### config.mk
export PLATFORM = sky130hd
export DESIGN_NAME = instr_decoder
export DESIGN_NICKNAME = d
export VERILOG_FILES = /design/src/hw/rv_isa_pkg.sv /design/src/hw/decode_pkg.sv /design/src/hw/rvc_expand.sv /design/src/hw/imm_gen.sv /design/src/hw/funct_decode.sv /design/src/hw/exec_control.sv /design/src/hw/instr_decoder.sv
export SDC_FILE = /design/constraint.sdc
export NUM_CORES = 1
export LEC_CHECK = 0
export BUFFER_PORTS_ARGS = -buffer_cell sky130_fd_sc_hd__buf_4
export CAP_MARGIN = 25
export CORE_MARGIN = 10
export CORE_UTILIZATION = 54
export CTS_BUF_LIST = sky130_fd_sc_hd__clkbuf_4
export DETAILED_ROUTE_END_ITERATION = 10
export PLACE_DENSITY = 0.91
export SYNTH_ARGS = -nofsm -noshare
export SYNTH_HDL_FRONTEND = slang
export SYNTH_SLANG_ARGS = --single-unit
### constraint.sdc
create_clock -name i_clk -period 7.8 [get_ports i_clk]
set_input_delay 0.78 -clock i_clk [delete_from_list [all_inputs] [get_ports i_clk]]
set_output_delay 0.78 -clock i_clk [all_outputs]
set_load 0.01 [all_outputs]
### src/hw/rv_isa_pkg.sv
`default_nettype none

package rv_isa_pkg;

   localparam int XLEN = 32;                 // register and immediate width

   typedef enum logic [4:0] {                // major opcode, instr[6:2]
      OP_LOAD    = 5'b00000,
      OP_MISCMEM = 5'b00011,                 // fence
      OP_OPIMM   = 5'b00100,
      OP_AUIPC   = 5'b00101,
      OP_STORE   = 5'b01000,
      OP_OP      = 5'b01100,
      OP_LUI     = 5'b01101,
      OP_BRANCH  = 5'b11000,
      OP_JALR    = 5'b11001,
      OP_JAL     = 5'b11011,
      OP_SYSTEM  = 5'b11100
   } opcode_e;

   localparam logic [2:0] F3_ADD_SUB = 3'b000;  // alu funct3, OP and OPIMM
   localparam logic [2:0] F3_SLL     = 3'b001;
   localparam logic [2:0] F3_SLT     = 3'b010;
   localparam logic [2:0] F3_SLTU    = 3'b011;
   localparam logic [2:0] F3_XOR     = 3'b100;
   localparam logic [2:0] F3_SRL_SRA = 3'b101;
   localparam logic [2:0] F3_OR      = 3'b110;
   localparam logic [2:0] F3_AND     = 3'b111;

   localparam logic [2:0] F3_BEQ  = 3'b000;     // branch conditions
   localparam logic [2:0] F3_BNE  = 3'b001;
   localparam logic [2:0] F3_BLT  = 3'b100;
   localparam logic [2:0] F3_BGE  = 3'b101;
   localparam logic [2:0] F3_BLTU = 3'b110;
   localparam logic [2:0] F3_BGEU = 3'b111;

   localparam logic [2:0] F3_LW   = 3'b010;     // word load
   localparam logic [2:0] F3_SW   = 3'b010;     // word store
   localparam logic [2:0] F3_JALR = 3'b000;

   localparam logic [6:0] FUNCT7_BASE   = 7'b0000000;
   localparam logic [6:0] FUNCT7_ALT    = 7'b0100000;  // sub / sra
   localparam logic [6:0] FUNCT7_MULDIV = 7'b0000001;  // m extension

   typedef enum logic [1:0] {C0 = 2'b00, C1 = 2'b01, C2 = 2'b10, FULL = 2'b11} c_quadrant_e;

   localparam logic [2:0] C0_F3_LW    = 3'b010;
   localparam logic [2:0] C0_F3_SW    = 3'b110;
   localparam logic [2:0] C1_F3_ADDI  = 3'b000;  // also c.nop
   localparam logic [2:0] C1_F3_JAL   = 3'b001;  // rv32 only
   localparam logic [2:0] C1_F3_LI    = 3'b010;
   localparam logic [2:0] C1_F3_LUI   = 3'b011;  // shared with addi16sp
   localparam logic [2:0] C1_F3_J     = 3'b101;
   localparam logic [2:0] C2_F3_SLLI  = 3'b000;
   localparam logic [2:0] C2_F3_LWSP  = 3'b010;
   localparam logic [2:0] C2_F3_JR_MV = 3'b100;  // jr, mv, ebreak, jalr, add
   localparam logic [2:0] C2_F3_SWSP  = 3'b110;

   localparam logic [4:0] REG_RA = 5'd1;
   localparam logic [4:0] REG_SP = 5'd2;

endpackage

`default_nettype wire

### src/hw/decode_pkg.sv
`default_nettype none

package decode_pkg;

   typedef enum logic [4:0] {
      ALU_ADD,
      ALU_SUB,
      ALU_SLL,
      ALU_SLT,
      ALU_SLTU,
      ALU_XOR,
      ALU_SRL,
      ALU_SRA,
      ALU_OR,
      ALU_AND,
      ALU_MUL,                               // m extension from here on
      ALU_MULH,
      ALU_MULHSU,
      ALU_MULHU,
      ALU_DIV,
      ALU_DIVU,
      ALU_REM,
      ALU_REMU
   } alu_op_e;

   typedef enum logic {S1_REGVAL1 = 1'b0, S1_PC = 1'b1} alu_s1_sel_e;
   typedef enum logic [1:0] {S2_REGVAL2 = 2'd0, S2_IMM = 2'd1} alu_s2_sel_e;
   typedef enum logic [1:0] {REGIN_ALU = 2'd0, REGIN_IMM = 2'd1} reg_in_sel_e;

   typedef enum logic [2:0] {
      EXEC_FETCH = 3'd0,                     // zero so a cleared ctrl means fetch
      EXEC_LOAD,
      EXEC_STORE,
      EXEC_BRANCH,
      EXEC_SYSTEM,
      EXEC_TRAP
   } exec_stage_e;

   typedef struct packed {
      alu_s1_sel_e s1_sel;
      alu_s2_sel_e s2_sel;
      exec_stage_e next_stage;
      logic        wb_from_alu;              // writeback in fetch
      logic        wb_from_imm;
      logic        next_pc_from_alu;         // jumps
      reg_in_sel_e reg_in_sel;
      logic        write_reg;                // link register write in decode
   } exec_ctrl_t;

   typedef struct packed {
      logic [4:0]  rs1;
      logic [4:0]  rs2;
      logic [4:0]  rd;
      logic [31:0] imm;
      alu_op_e     alu_op;
      logic [5:0]  branch_mask;              // beq bne blt bge bltu bgeu
      logic [2:0]  funct3;
      exec_ctrl_t  ctrl;
   } decode_out_t;

endpackage

`default_nettype wire

### src/hw/rvc_expand.sv
`default_nettype none

module rvc_expand import rv_isa_pkg::*; (
   input  logic [31:0] i_instr,
   output logic [31:0] o_instr32,
   output logic        o_illegal
);

   logic [15:0] c;                           // compressed halfword
   logic [2:0]  c_f3;
   logic [4:0]  c_rd;                        // rd/rs1, full register field
   logic [4:0]  c_rs2;
   logic [4:0]  c_rs1p;                      // compact regs, x8..x15
   logic [4:0]  c_rs2p;
   logic [11:0] ci_imm;                      // signed 6-bit imm
   logic [20:0] cj_off;                      // c.j / c.jal target offset
   logic [11:0] cw_off;                      // c.lw / c.sw uimm
   logic [11:0] lwsp_off;
   logic [11:0] swsp_off;

   assign c      = i_instr[15:0];
   assign c_f3   = c[15:13];
   assign c_rd   = c[11:7];
   assign c_rs2  = c[6:2];
   assign c_rs1p = {2'b01, c[9:7]};
   assign c_rs2p = {2'b01, c[4:2]};
   assign ci_imm = {{7{c[12]}}, c[6:2]};
   assign cj_off = {{9{c[12]}}, c[12], c[8], c[10:9], c[6], c[7], c[2], c[11], c[5:3], 1'b0};
   assign cw_off   = {5'b0, c[5], c[12:10], c[6], 2'b00};
   assign lwsp_off = {4'b0, c[3:2], c[12], c[6:4], 2'b00};
   assign swsp_off = {4'b0, c[8:7], c[12:9], 2'b00};

   function automatic logic [31:0] enc_i(input logic [11:0] imm, input logic [4:0] rs1,
                                         input logic [2:0] f3, input logic [4:0] rd,
                                         input opcode_e op);
      return {imm, rs1, f3, rd, op, 2'b11};
   endfunction

   function automatic logic [31:0] enc_s(input logic [11:0] imm, input logic [4:0] rs2,
                                         input logic [4:0] rs1);
      return {imm[11:5], rs2, rs1, F3_SW, imm[4:0], OP_STORE, 2'b11};
   endfunction

   function automatic logic [31:0] enc_add(input logic [4:0] rs2, input logic [4:0] rs1,
                                           input logic [4:0] rd);
      return {FUNCT7_BASE, rs2, rs1, F3_ADD_SUB, rd, OP_OP, 2'b11};
   endfunction

   function automatic logic [31:0] enc_jal(input logic [20:0] off, input logic [4:0] rd);
      return {off[20], off[10:1], off[11], off[19:12], rd, OP_JAL, 2'b11};
   endfunction

   always_comb begin
      o_instr32 = i_instr;                   // full length passes through
      o_illegal = 1'b0;
      case (c_quadrant_e'(c[1:0]))
         C0: begin
            case (c_f3)
               C0_F3_LW: o_instr32 = enc_i(cw_off, c_rs1p, F3_LW, c_rs2p, OP_LOAD);
               C0_F3_SW: o_instr32 = enc_s(cw_off, c_rs2p, c_rs1p);
               default:  o_illegal = 1'b1;   // addi4spn, fp, reserved
            endcase
         end
         C1: begin
            case (c_f3)
               C1_F3_ADDI: o_instr32 = enc_i(ci_imm, c_rd, F3_ADD_SUB, c_rd, OP_OPIMM);
               C1_F3_JAL:  o_instr32 = enc_jal(cj_off, REG_RA);
               C1_F3_J:    o_instr32 = enc_jal(cj_off, 5'd0);
               C1_F3_LI:   o_instr32 = enc_i(ci_imm, 5'd0, F3_ADD_SUB, c_rd, OP_OPIMM);
               C1_F3_LUI: begin
                  o_instr32 = {{8{c[12]}}, ci_imm, c_rd, OP_LUI, 2'b11};
                  // rd of sp is addi16sp, not kept
                  o_illegal = (c_rd == REG_SP) || (ci_imm == '0);
               end
               default: o_illegal = 1'b1;    // alu group, beqz, bnez
            endcase
         end
         C2: begin
            case (c_f3)
               C2_F3_SLLI: begin
                  o_instr32 = enc_i({FUNCT7_BASE, c_rs2}, c_rd, F3_SLL, c_rd, OP_OPIMM);
                  o_illegal = c[12];         // shamt[5] reserved on rv32
               end
               C2_F3_LWSP: begin
                  o_instr32 = enc_i(lwsp_off, REG_SP, F3_LW, c_rd, OP_LOAD);
                  o_illegal = (c_rd == '0);
               end
               C2_F3_JR_MV: begin
                  if (c_rs2 != '0) begin     // mv reads x0, add reads rd
                     o_instr32 = enc_add(c_rs2, c[12] ? c_rd : 5'd0, c_rd);
                  end else begin             // jr links to x0, jalr to ra
                     o_instr32 = enc_i(12'd0, c_rd, F3_JALR, c[12] ? REG_RA : 5'd0, OP_JALR);
                     o_illegal = (c_rd == '0);  // reserved jr or ebreak
                  end
               end
               C2_F3_SWSP: o_instr32 = enc_s(swsp_off, c_rs2, REG_SP);
               default:    o_illegal = 1'b1; // fp and rv64 sp forms
            endcase
         end
         FULL: ;
      endcase
   end

endmodule

`default_nettype wire

### src/hw/imm_gen.sv
`default_nettype none

module imm_gen import rv_isa_pkg::*; (
   input  logic [31:0] i_instr32,
   output logic [31:0] o_imm
);

   logic [31:0] w;                           // short alias for the bit slicing
   logic        sgn;

   assign w   = i_instr32;
   assign sgn = i_instr32[31];               // every format signs from bit 31

   always_comb begin
      case (opcode_e'(w[6:2]))
         OP_STORE: begin                     // s-type
            o_imm = {{(XLEN-12){sgn}}, w[31:25], w[11:7]};
         end
         OP_BRANCH: begin                    // b-type, even offsets
            o_imm = {{(XLEN-13){sgn}}, w[31], w[7], w[30:25], w[11:8], 1'b0};
         end
         OP_LUI, OP_AUIPC: begin             // u-type
            o_imm = {w[31:12], 12'b0};
         end
         OP_JAL: begin                       // j-type
            o_imm = {{(XLEN-21){sgn}}, w[31], w[19:12], w[20], w[30:21], 1'b0};
         end
         default: begin                      // i-type, meaningless for r-type
            o_imm = {{(XLEN-12){sgn}}, w[31:20]};
         end
      endcase
   end

endmodule

`default_nettype wire

### src/hw/funct_decode.sv
`default_nettype none

module funct_decode import rv_isa_pkg::*, decode_pkg::*; (
   input  logic [31:0] i_instr32,
   input  logic        i_is_branch,
   input  logic        i_use_funct7,         // reg-reg op, full funct7 decode
   output alu_op_e     o_alu_op,
   output logic [5:0]  o_branch_mask
);

   logic [2:0] funct3;
   logic [6:0] funct7;
   logic       is_opimm;
   logic       alt;                          // sub / sra select

   assign funct3   = i_instr32[14:12];
   assign funct7   = i_instr32[31:25];
   assign is_opimm = (opcode_e'(i_instr32[6:2]) == OP_OPIMM);
   assign alt      = i_use_funct7 ? (funct7 == FUNCT7_ALT) : funct7[5];

   always_comb begin
      o_alu_op = ALU_ADD;                    // address calc, jumps, lui etc
      if (i_use_funct7 && (funct7 == FUNCT7_MULDIV)) begin
         case (funct3)
            F3_ADD_SUB: o_alu_op = ALU_MUL;
            F3_SLL:     o_alu_op = ALU_MULH;
            F3_SLT:     o_alu_op = ALU_MULHSU;
            F3_SLTU:    o_alu_op = ALU_MULHU;
            F3_XOR:     o_alu_op = ALU_DIV;
            F3_SRL_SRA: o_alu_op = ALU_DIVU;
            F3_OR:      o_alu_op = ALU_REM;
            default:    o_alu_op = ALU_REMU;
         endcase
      end else if (i_use_funct7 || is_opimm) begin
         case (funct3)
            F3_ADD_SUB: o_alu_op = (i_use_funct7 && alt) ? ALU_SUB : ALU_ADD;  // no subi
            F3_SLL:     o_alu_op = ALU_SLL;
            F3_SLT:     o_alu_op = ALU_SLT;
            F3_SLTU:    o_alu_op = ALU_SLTU;
            F3_XOR:     o_alu_op = ALU_XOR;
            F3_SRL_SRA: o_alu_op = alt ? ALU_SRA : ALU_SRL;
            F3_OR:      o_alu_op = ALU_OR;
            default:    o_alu_op = ALU_AND;
         endcase
      end
   end

   always_comb begin
      o_branch_mask = '0;
      if (i_is_branch) begin
         case (funct3)
            F3_BEQ:  o_branch_mask[0] = 1'b1;
            F3_BNE:  o_branch_mask[1] = 1'b1;
            F3_BLT:  o_branch_mask[2] = 1'b1;
            F3_BGE:  o_branch_mask[3] = 1'b1;
            F3_BLTU: o_branch_mask[4] = 1'b1;
            F3_BGEU: o_branch_mask[5] = 1'b1;
            default: o_branch_mask    = '0;  // 010 and 011 not defined
         endcase
      end
   end

endmodule

`default_nettype wire

### src/hw/exec_control.sv
`default_nettype none

module exec_control import rv_isa_pkg::*, decode_pkg::*; (
   input  opcode_e    i_opcode,
   input  logic       i_illegal,             // unsupported compressed form
   output exec_ctrl_t o_ctrl,
   output logic       o_is_branch,
   output logic       o_use_funct7
);

   assign o_is_branch  = !i_illegal && (i_opcode == OP_BRANCH);
   assign o_use_funct7 = !i_illegal && (i_opcode == OP_OP);

   always_comb begin
      o_ctrl = '0;                           // regval1/regval2, fetch, no writeback
      if (i_illegal) begin
         o_ctrl.next_stage = EXEC_TRAP;
      end else begin
         case (i_opcode)
            OP_OP: begin
               o_ctrl.wb_from_alu = 1'b1;    // result written in fetch
            end
            OP_OPIMM: begin
               o_ctrl.s2_sel      = S2_IMM;
               o_ctrl.wb_from_alu = 1'b1;
            end
            OP_LOAD: begin                   // alu forms the address
               o_ctrl.s2_sel     = S2_IMM;
               o_ctrl.next_stage = EXEC_LOAD;
            end
            OP_STORE: begin
               o_ctrl.s2_sel     = S2_IMM;
               o_ctrl.next_stage = EXEC_STORE;
            end
            OP_JAL, OP_JALR: begin
               // link written during decode, alu computes target
               o_ctrl.s1_sel           = (i_opcode == OP_JAL) ? S1_PC : S1_REGVAL1;
               o_ctrl.s2_sel           = S2_IMM;
               o_ctrl.write_reg        = 1'b1;
               o_ctrl.reg_in_sel       = REGIN_ALU;
               o_ctrl.next_pc_from_alu = 1'b1;
            end
            OP_BRANCH: begin                 // compare on regval1/regval2
               o_ctrl.next_stage = EXEC_BRANCH;
            end
            OP_AUIPC: begin                  // pc + imm
               o_ctrl.s1_sel      = S1_PC;
               o_ctrl.s2_sel      = S2_IMM;
               o_ctrl.wb_from_alu = 1'b1;
            end
            OP_LUI: begin
               o_ctrl.wb_from_imm = 1'b1;
               o_ctrl.reg_in_sel  = REGIN_IMM;
            end
            OP_MISCMEM: ;                    // fence is a nop here
            OP_SYSTEM: begin
               o_ctrl.next_stage = EXEC_SYSTEM;
            end
            default: begin
               o_ctrl.next_stage = EXEC_TRAP;
            end
         endcase
      end
   end

endmodule

`default_nettype wire

### src/hw/instr_decoder.sv
`default_nettype none

module instr_decoder import rv_isa_pkg::*, decode_pkg::*; (
   input  logic        i_clk,
   input  logic        i_rst,
   input  logic        i_en,                 // decode strobe
   input  logic [31:0] i_instr,
   output logic        o_valid,              // one cycle after each strobe
   output decode_out_t o_dec
);

   logic [31:0] instr32;                     // expanded instruction
   logic        illegal;
   opcode_e     opcode;
   logic [31:0] imm;
   alu_op_e     alu_op;
   logic [5:0]  branch_mask;
   exec_ctrl_t  ctrl;
   logic        is_branch;
   logic        use_funct7;
   decode_out_t dec_next;

   assign opcode = opcode_e'(instr32[6:2]);

   rvc_expand u_expand (.i_instr(i_instr), .o_instr32(instr32), .o_illegal(illegal));

   imm_gen u_imm (.i_instr32(instr32), .o_imm(imm));

   exec_control u_ctrl (.i_opcode(opcode), .i_illegal(illegal), .o_ctrl(ctrl),
                        .o_is_branch(is_branch), .o_use_funct7(use_funct7));

   funct_decode u_funct (.i_instr32(instr32), .i_is_branch(is_branch),
                         .i_use_funct7(use_funct7), .o_alu_op(alu_op),
                         .o_branch_mask(branch_mask));

   assign dec_next.rs1         = instr32[19:15];  // fixed fields after expansion
   assign dec_next.rs2         = instr32[24:20];
   assign dec_next.rd          = instr32[11:7];
   assign dec_next.imm         = imm;
   assign dec_next.alu_op      = alu_op;
   assign dec_next.branch_mask = branch_mask;
   assign dec_next.funct3      = instr32[14:12];
   assign dec_next.ctrl        = ctrl;

   always_ff @(posedge i_clk) begin
      if (i_rst) begin
         o_valid <= 1'b0;
         o_dec   <= '0;                      // ctrl back to fetch, no writes
      end else begin
         o_valid <= i_en;
         if (i_en) begin
            o_dec <= dec_next;               // held while i_en low
         end
      end
   end

endmodule

`default_nettype wire

==> After elaboration in Yosys (flattened, before gate mapping) <==
Index checks and enable logic that the tools add are counted.
{ "word_totals": {"out_inout_bits": 74, "register_bits": 74, "input_bits": 35, "elab_cells": 103} }
{ "classes": {"n_mux": 38, "n_reduce_logical": 21, "n_eq_ne": 28} }
{ "ops": {"columns": ["cell", "n"], "rows": [
  ["case mux 32 bit (5 select lines)", 1],
  ["case mux 32 bit (4 select lines)", 1],
  ["case mux 31 bit (4 select lines)", 1],
  ["case mux 32 bit (3 select lines)", 1],
  ["case mux 5 bit (7 select lines)", 2],
  ["case mux 32 bit (2 select lines)", 1],
  ["two-way mux 25 bit", 1],
  ["equality test 3 bit (second input constant)", 7],
  ["equality test 5 bit (second input constant)", 4],
  ["two-way mux 1 bit", 18],
  ["equality test 5 x 4 -> 1 bit (second input constant)", 3],
  ["two-way mux 5 bit", 3],
  ["case mux 3 bit (5 select lines)", 1],
  ["equality test 3 x 2 -> 1 bit (second input constant)", 4],
  ["zero test 12 bit", 1],
  ["two-way mux 6 bit", 2],
  ["equality test 5 x 2 -> 1 bit (second input constant)", 2],
  ["equality test 5 x 3 -> 1 bit (second input constant)", 2],
  ["zero test 5 bit", 2],
  ["equality test 7 x 1 -> 1 bit (second input constant)", 1],
  ["equality test 7 x 6 -> 1 bit (second input constant)", 1],
  ["OR reduction 7 bit", 1],
  ["equality test 3 x 1 -> 1 bit (second input constant)", 2],
  ["zero test 3 bit", 2],
  ["15 further kinds", 23]
]} }

==> Depth between registers and ports, before layout <==
{ "logic_depth": {"word_depth": 12, "ltp_mapped": 12} }

==> Hierarchy <==
Synthesis repeated with hierarchy kept, for this count alone.
{ "unflattened": {"hier_cells": 625, "area_unflattened_um2": 5082.4} }
{ "modules_own_cells": {"columns": ["module", "n_inst", "area_per_inst_um2", "cells_each"], "rows": [
  ["instr_decoder", 1, 2630.0, 237],
  ["rvc_expand", 1, 1556.5, 241],
  ["imm_gen", 1, 396.6, 63],
  ["funct_decode", 1, 261.5, 44],
  ["exec_control", 1, 237.7, 40]
]} }

==> Worst setup path after synthesis <==
No wires, ideal clock.
{ "synth_timing": {"path_type": "input to register", "start": "input i_instr[15]", "end": "register o_dec[23] (netlist name)", "t_arrival_ns": 3.116, "setup_slack_ns": 4.605, "path_buffers": 3, "required_time_ns": 7.721, "cell_stages": 11, "cell_sequence": "buf_2 > clkbuf_1 > nor2_1 > a22o_1 > o22a_1 > nor4_1 > nand4b_1 > or3_1 > buf_2 > o32a_1 > a211oi_2"} }
{ "synth_between": {"elab_chain_cells": 9} }
{ "synth_rtl": {"columns": ["element", "line", "rtl"], "rows": [
  ["from (decl)", "instr_decoder.sv:7", "input logic [31:0] i_instr,"],
  ["branches (longest 8 deep; another with case mux 32 bit (5 select lines))", null, null],
  ["two-way mux 5 bit *", "funct_decode.sv:23", "if (i_use_funct7 && (funct7 == FUNCT7_MULDIV)) begin"],
  ["to (signal assigned)", "instr_decoder.sv:52", "o_dec <= dec_next;"],
  ["to (decl)", "instr_decoder.sv:9", "output decode_out_t o_dec"]
]} }
Mark *: on every way between the ends.
A chain may end at the register's enable or synchronous reset.

==> Worst setup path in the final report <==
{ "layout_timing": {"start": "input i_instr[0]", "end": "register o_dec[51] (netlist name)"} }
{ "layout_between": {"elab_chain_cells": 5} }
{ "layout_rtl": {"columns": ["element", "line", "rtl"], "rows": [
  ["equality test 2 bit (tied with other cells)", "rvc_expand.sv:56", "case (c_quadrant_e'(c[1:0]))"],
  ["case mux 32 bit (3 select lines) *", "rvc_expand.sv:56", null],
  ["equality test 5 x 3 -> 1 bit or equality test 5 x 4 -> 1 bit (tied branches)", "imm_gen.sv:15", "case (opcode_e'(w[6:2]))"],
  ["OR reduction 2 bit", "imm_gen.sv:15", null],
  ["case mux 31 bit (4 select lines) *", "imm_gen.sv:15", null]
]} }
Every way passes the cells marked *; elsewhere a longest branch is shown, timed or not.

==> implementation parameters <==
Parameter                              Value

Cells and area
  Final Instance Count excl. Fillers ... 807
  Post-route cell area ... 5380 um^2
  Fraction of layout instances using a drive strength above 1 ... 20.2%
  Core Util, Final ... 65.8%
  Area added between synthesis and finish ... 19.0%
  Sequential Area ... 1400 um^2
  Total number of nets in the final design ... 732
  # fillers ... 707
  Combined area of the multi-input logic cells ... 2810 um^2
  N_diodes ... 0

Timing
  Worst slew pin tran ... 1.09 ns
  Final-report setup violation count ... 0
  Peak clock frequency supported by timing ... 268 MHz
  Worst Skew ... 0 ns
  Final count of pins violating max slew ... 0
  Final Hold Violating Endpoints ... 0
  Time the final worst path needs with I/O delays and setup ... 3.73 ns
  RSZ-0062 raised after global routing ... no
  Summed negative setup slack over all endpoints ... 0 ns
  Rel. slew slack ... 26.8%
  Fin crit share ... 47.9%

Critical path
  Critical R2R Capture ... o_dec[22]
  Cell count of the worst reg-to-reg path ... 3
  Delay contributed by the slowest stage of the critical path ... 0.54 ns
  Crit-path leading delay family ... simple AND/OR/NAND/NOR gates
  Critical-path top delay cell ... sky130_fd_sc_hd__nor3_1
  Capturing element of the worst setup path ... o_dec[51]
  R2R Path Start ... o_dec[22]
  Critical Path Source Type ... input pin
  Crit path launch ... i_instr[0]
  Highest net fanout along the worst path ... 33
  Crit Path Class ... input pin to flop
  Flop-to-flop setup slack ... 6.79 ns
  Critical path data required time ... 8.14 ns
  Ordered cell list for the critical path ... buf_4 > or2b_1 > nor2_1 > o22ai_1 > nor3_1 > nand2_1 > nand2_1 > o21ai_0 > a211oi_1
  Arrival time at the worst endpoint ... 4.08 ns
  Sort of element at the end of the critical path ... flop
  Cell depth of the worst setup path ... 9
  Combined buffer and inverter count along the critical path ... 1
  Most Frequent Cell on Critical Path ... sky130_fd_sc_hd__nand2_1

Logic synthesis
  Number of distinct library cells after synthesis ... 69
  Synthesized instance count ... 635
  Fraction of synthesized cell area taken by the top area cell type ... 31.0%
  Register area share after synthesis ... 31.0%
  Largest cells by area after synthesis ... sky130_fd_sc_hd__dfxtp_1 (31%), sky130_fd_sc_hd__nand2_1 (7.8%), sky130_fd_sc_hd__a21oi_1 (6.5%)
  Primary FF master, synth ... sky130_fd_sc_hd__dfxtp_1
  Cell Area, Synth ... 4520 um^2
  Number of synthesized register bits ... 70
  Per-instance average area after synthesis ... 7.12 um^2
  Number of warnings issued by yosys ... 0
  Post-synth EDFFs ... 0
  Synth area leader ... sky130_fd_sc_hd__dfxtp_1
  Async set-reset flop share out of synthesis ... 0%

Global route
  GR Util All Layers ... 28.2%
  Pin count of the biggest net entering global routing ... 53
  Global-route wire length before repair ... 29,100 um
  Number of antenna violations at the first check in global routing ... 0
  Via count of the first global-routing pass ... 5,227
  Overflow after GRT ... 0

Route
  Post-route antenna net violation count ... 0
  Starting DRC count in detailed routing ... 879
  First-pass iteration count of the detailed router ... 6
  Average vias per placed instance ... 6.77
  Total number of vias ... 5,466
  Post-route DRC ... 0
  Final routed wire length divided by cell count ... 22.9 um
  Total wire length ... 18,500 um

Run
  Count of maximum capacitance violations ... 0

Hold path
  Type of the worst min-delay path ... flop to flop

Placed design
  Buffers added on ports ... 106
  Dpl hpwl ... 13,400 um
  Instance area at placement ... 5220 um^2
  Final weighted congestion in routability-driven placement ... 0.977
  Placed Cells ... 791

Clocking
  CTS root buffer ... sky130_fd_sc_hd__clkbuf_4
  Resized Gates After CTS ... 0
  Clock transition time at the flip-flop clock pins of the worst setup and hold paths ... 0.12 ns
  Maximum buffer depth of the clock tree ... 2
  Total number of clock tree sinks ... 70
  Number of buffers inserted by post-CTS setup repair ... 0
  Insertion delay to the later sink of the worst-skew pair ... 0.42 ns
  Cts hold-fix bufs ... 0
  CTS Buf Count ... 9
  Clock tree from TritonCTS ... yes
  H-tree level count ... 3

Run status
  Outcome ... finished clean

Power and ir drop
  Worst VDD drop ... 0.000123 V
  Tot Pwr ... 0.000933 W
  LEAKAGE ... 2.15 nW
  Power density of the placed cells ... 173 nW/um^2

Floorplan
  X dimension of the die ... 112 um
  Number of standard-cell rows in the floorplan ... 33
  I/O pin cnt ... 109
  Die Height ... 112 um
  Starting density of the core ... 55.3%
  Placeable core region ... 8180 um^2
  Die ar. ... 12,400 um^2
[per-stage QoR]
stage                     hold slack (ns)  setup slack (ns)
final                               0.471              4.07
after global routing                0.497              3.65
after CTS                           0.474              4.17
after detailed placement            0.446              3.80
after global placement              0.438              3.89
after floorplan                     0.476              4.60
[flip-flops by register name (all words and copies together) (netlist names)]
signal,count
o_valid,1
o_dec,69
[cell type report]
cell class | instances | share of cell area (%)
well taps | 105 | 2.44
clock buffers | 9 | 1.26
inverters | 12 | 0.837
multi-input cells | 495 | 52.3
repair buffers | 109 | 15.3
flip-flops and latches | 70 | 26.0
clock inverters | 7 | 1.81
[cell usage after synthesis (10+ instances only)]
library cell / n
sky130_fd_sc_hd__inv_1: 10
sky130_fd_sc_hd__nand3_1: 18
sky130_fd_sc_hd__nand2_1: 94
sky130_fd_sc_hd__dfxtp_1: 70
sky130_fd_sc_hd__nor2b_1: 10
sky130_fd_sc_hd__a21oi_1: 59
sky130_fd_sc_hd__nor2_1: 63
sky130_fd_sc_hd__o211ai_1: 16
sky130_fd_sc_hd__o21ai_0: 56
sky130_fd_sc_hd__clkbuf_1: 37
sky130_fd_sc_hd__a211oi_1: 10
sky130_fd_sc_hd__nor3_1: 16
[report_power, final]
group / total, W / switching, W / leakage [nW] / internal, W
Combinational: 0.000268 / 0.000170 / 1.49 / 0.0000976
Clock: 0.000272 / 0.000141 / 0.0842 / 0.000131
Sequential: 0.000393 / 0.0000134 / 0.575 / 0.000379
Total: 0.000933 / 0.000325 / 2.15 / 0.000608
[worst register-to-register path, cell delays in order (launching register included)]
cell and delay [ns]:
sky130_fd_sc_hd__dfxtp_1 0.42, sky130_fd_sc_hd__nor2_1 0.06, sky130_fd_sc_hd__or3_1 0.31, sky130_fd_sc_hd__o21ai_0 0.17
[worst min-delay path by stage]
stage / start / endpoint / slack, ns / cells after the start
final: o_dec[40] / o_dec[40] / 0.47 / 2
after global routing: o_dec[42] / o_dec[42] / 0.50 / 2
after global placement: o_dec[12] / o_dec[12] / 0.44 / 1
after floorplan: o_dec[54] / o_dec[54] / 0.48 / 2
after CTS: o_dec[40] / o_dec[40] / 0.47 / 2
after detailed placement: o_dec[5] / o_dec[5] / 0.45 / 2
[placed cells by master (no fill, tap or decap), drive strengths merged, types with 6 or more instances in the layout]
cell and n:
inv 11, a31oi 6, nand2 94, mux2i 6, o21ai 57, o21a 6, nor2b 10, buf 109
a21oi 59, a311oi 9, o22ai 9, clkbuf 9, a211oi 11, and3 6, nand3 18, o211ai 16
nor2 63, dfxtp 70, nand2b 9, nor3 16, a22o 8
[routing by layer]
layer / share of wire, % / routed length (um) / track usage (%) / up-vias
li1: - / - / - / 2456
met1: 38 / 7110 / 35.2 / 2504
met2: 45 / 8400 / 43.4 / 425
met3: 12 / 2130 / 8.48 / 81
met4: 4.7 / 874 / 13.6 / 0
met5: 0 / 0 / 0 / -
[logic make-up (layout without fill, tap and decap cells)]
logic type / after synthesis / after routing / synth area share (%)
buffers and inverters: 71 / 137 / 6.97
flip-flops: 70 / 70 / 31.0
multiplexers: 9 / 9 / 2.07
XOR/XNOR: 1 / 1 / 0.194
AND/OR/NAND/NOR: 249 / 249 / 25.4
other: 1 / 2 / 0.0829
AO/OA/AOI/OAI: 234 / 234 / 34.3
Note: power is estimated with default switching activity, not from simulation.
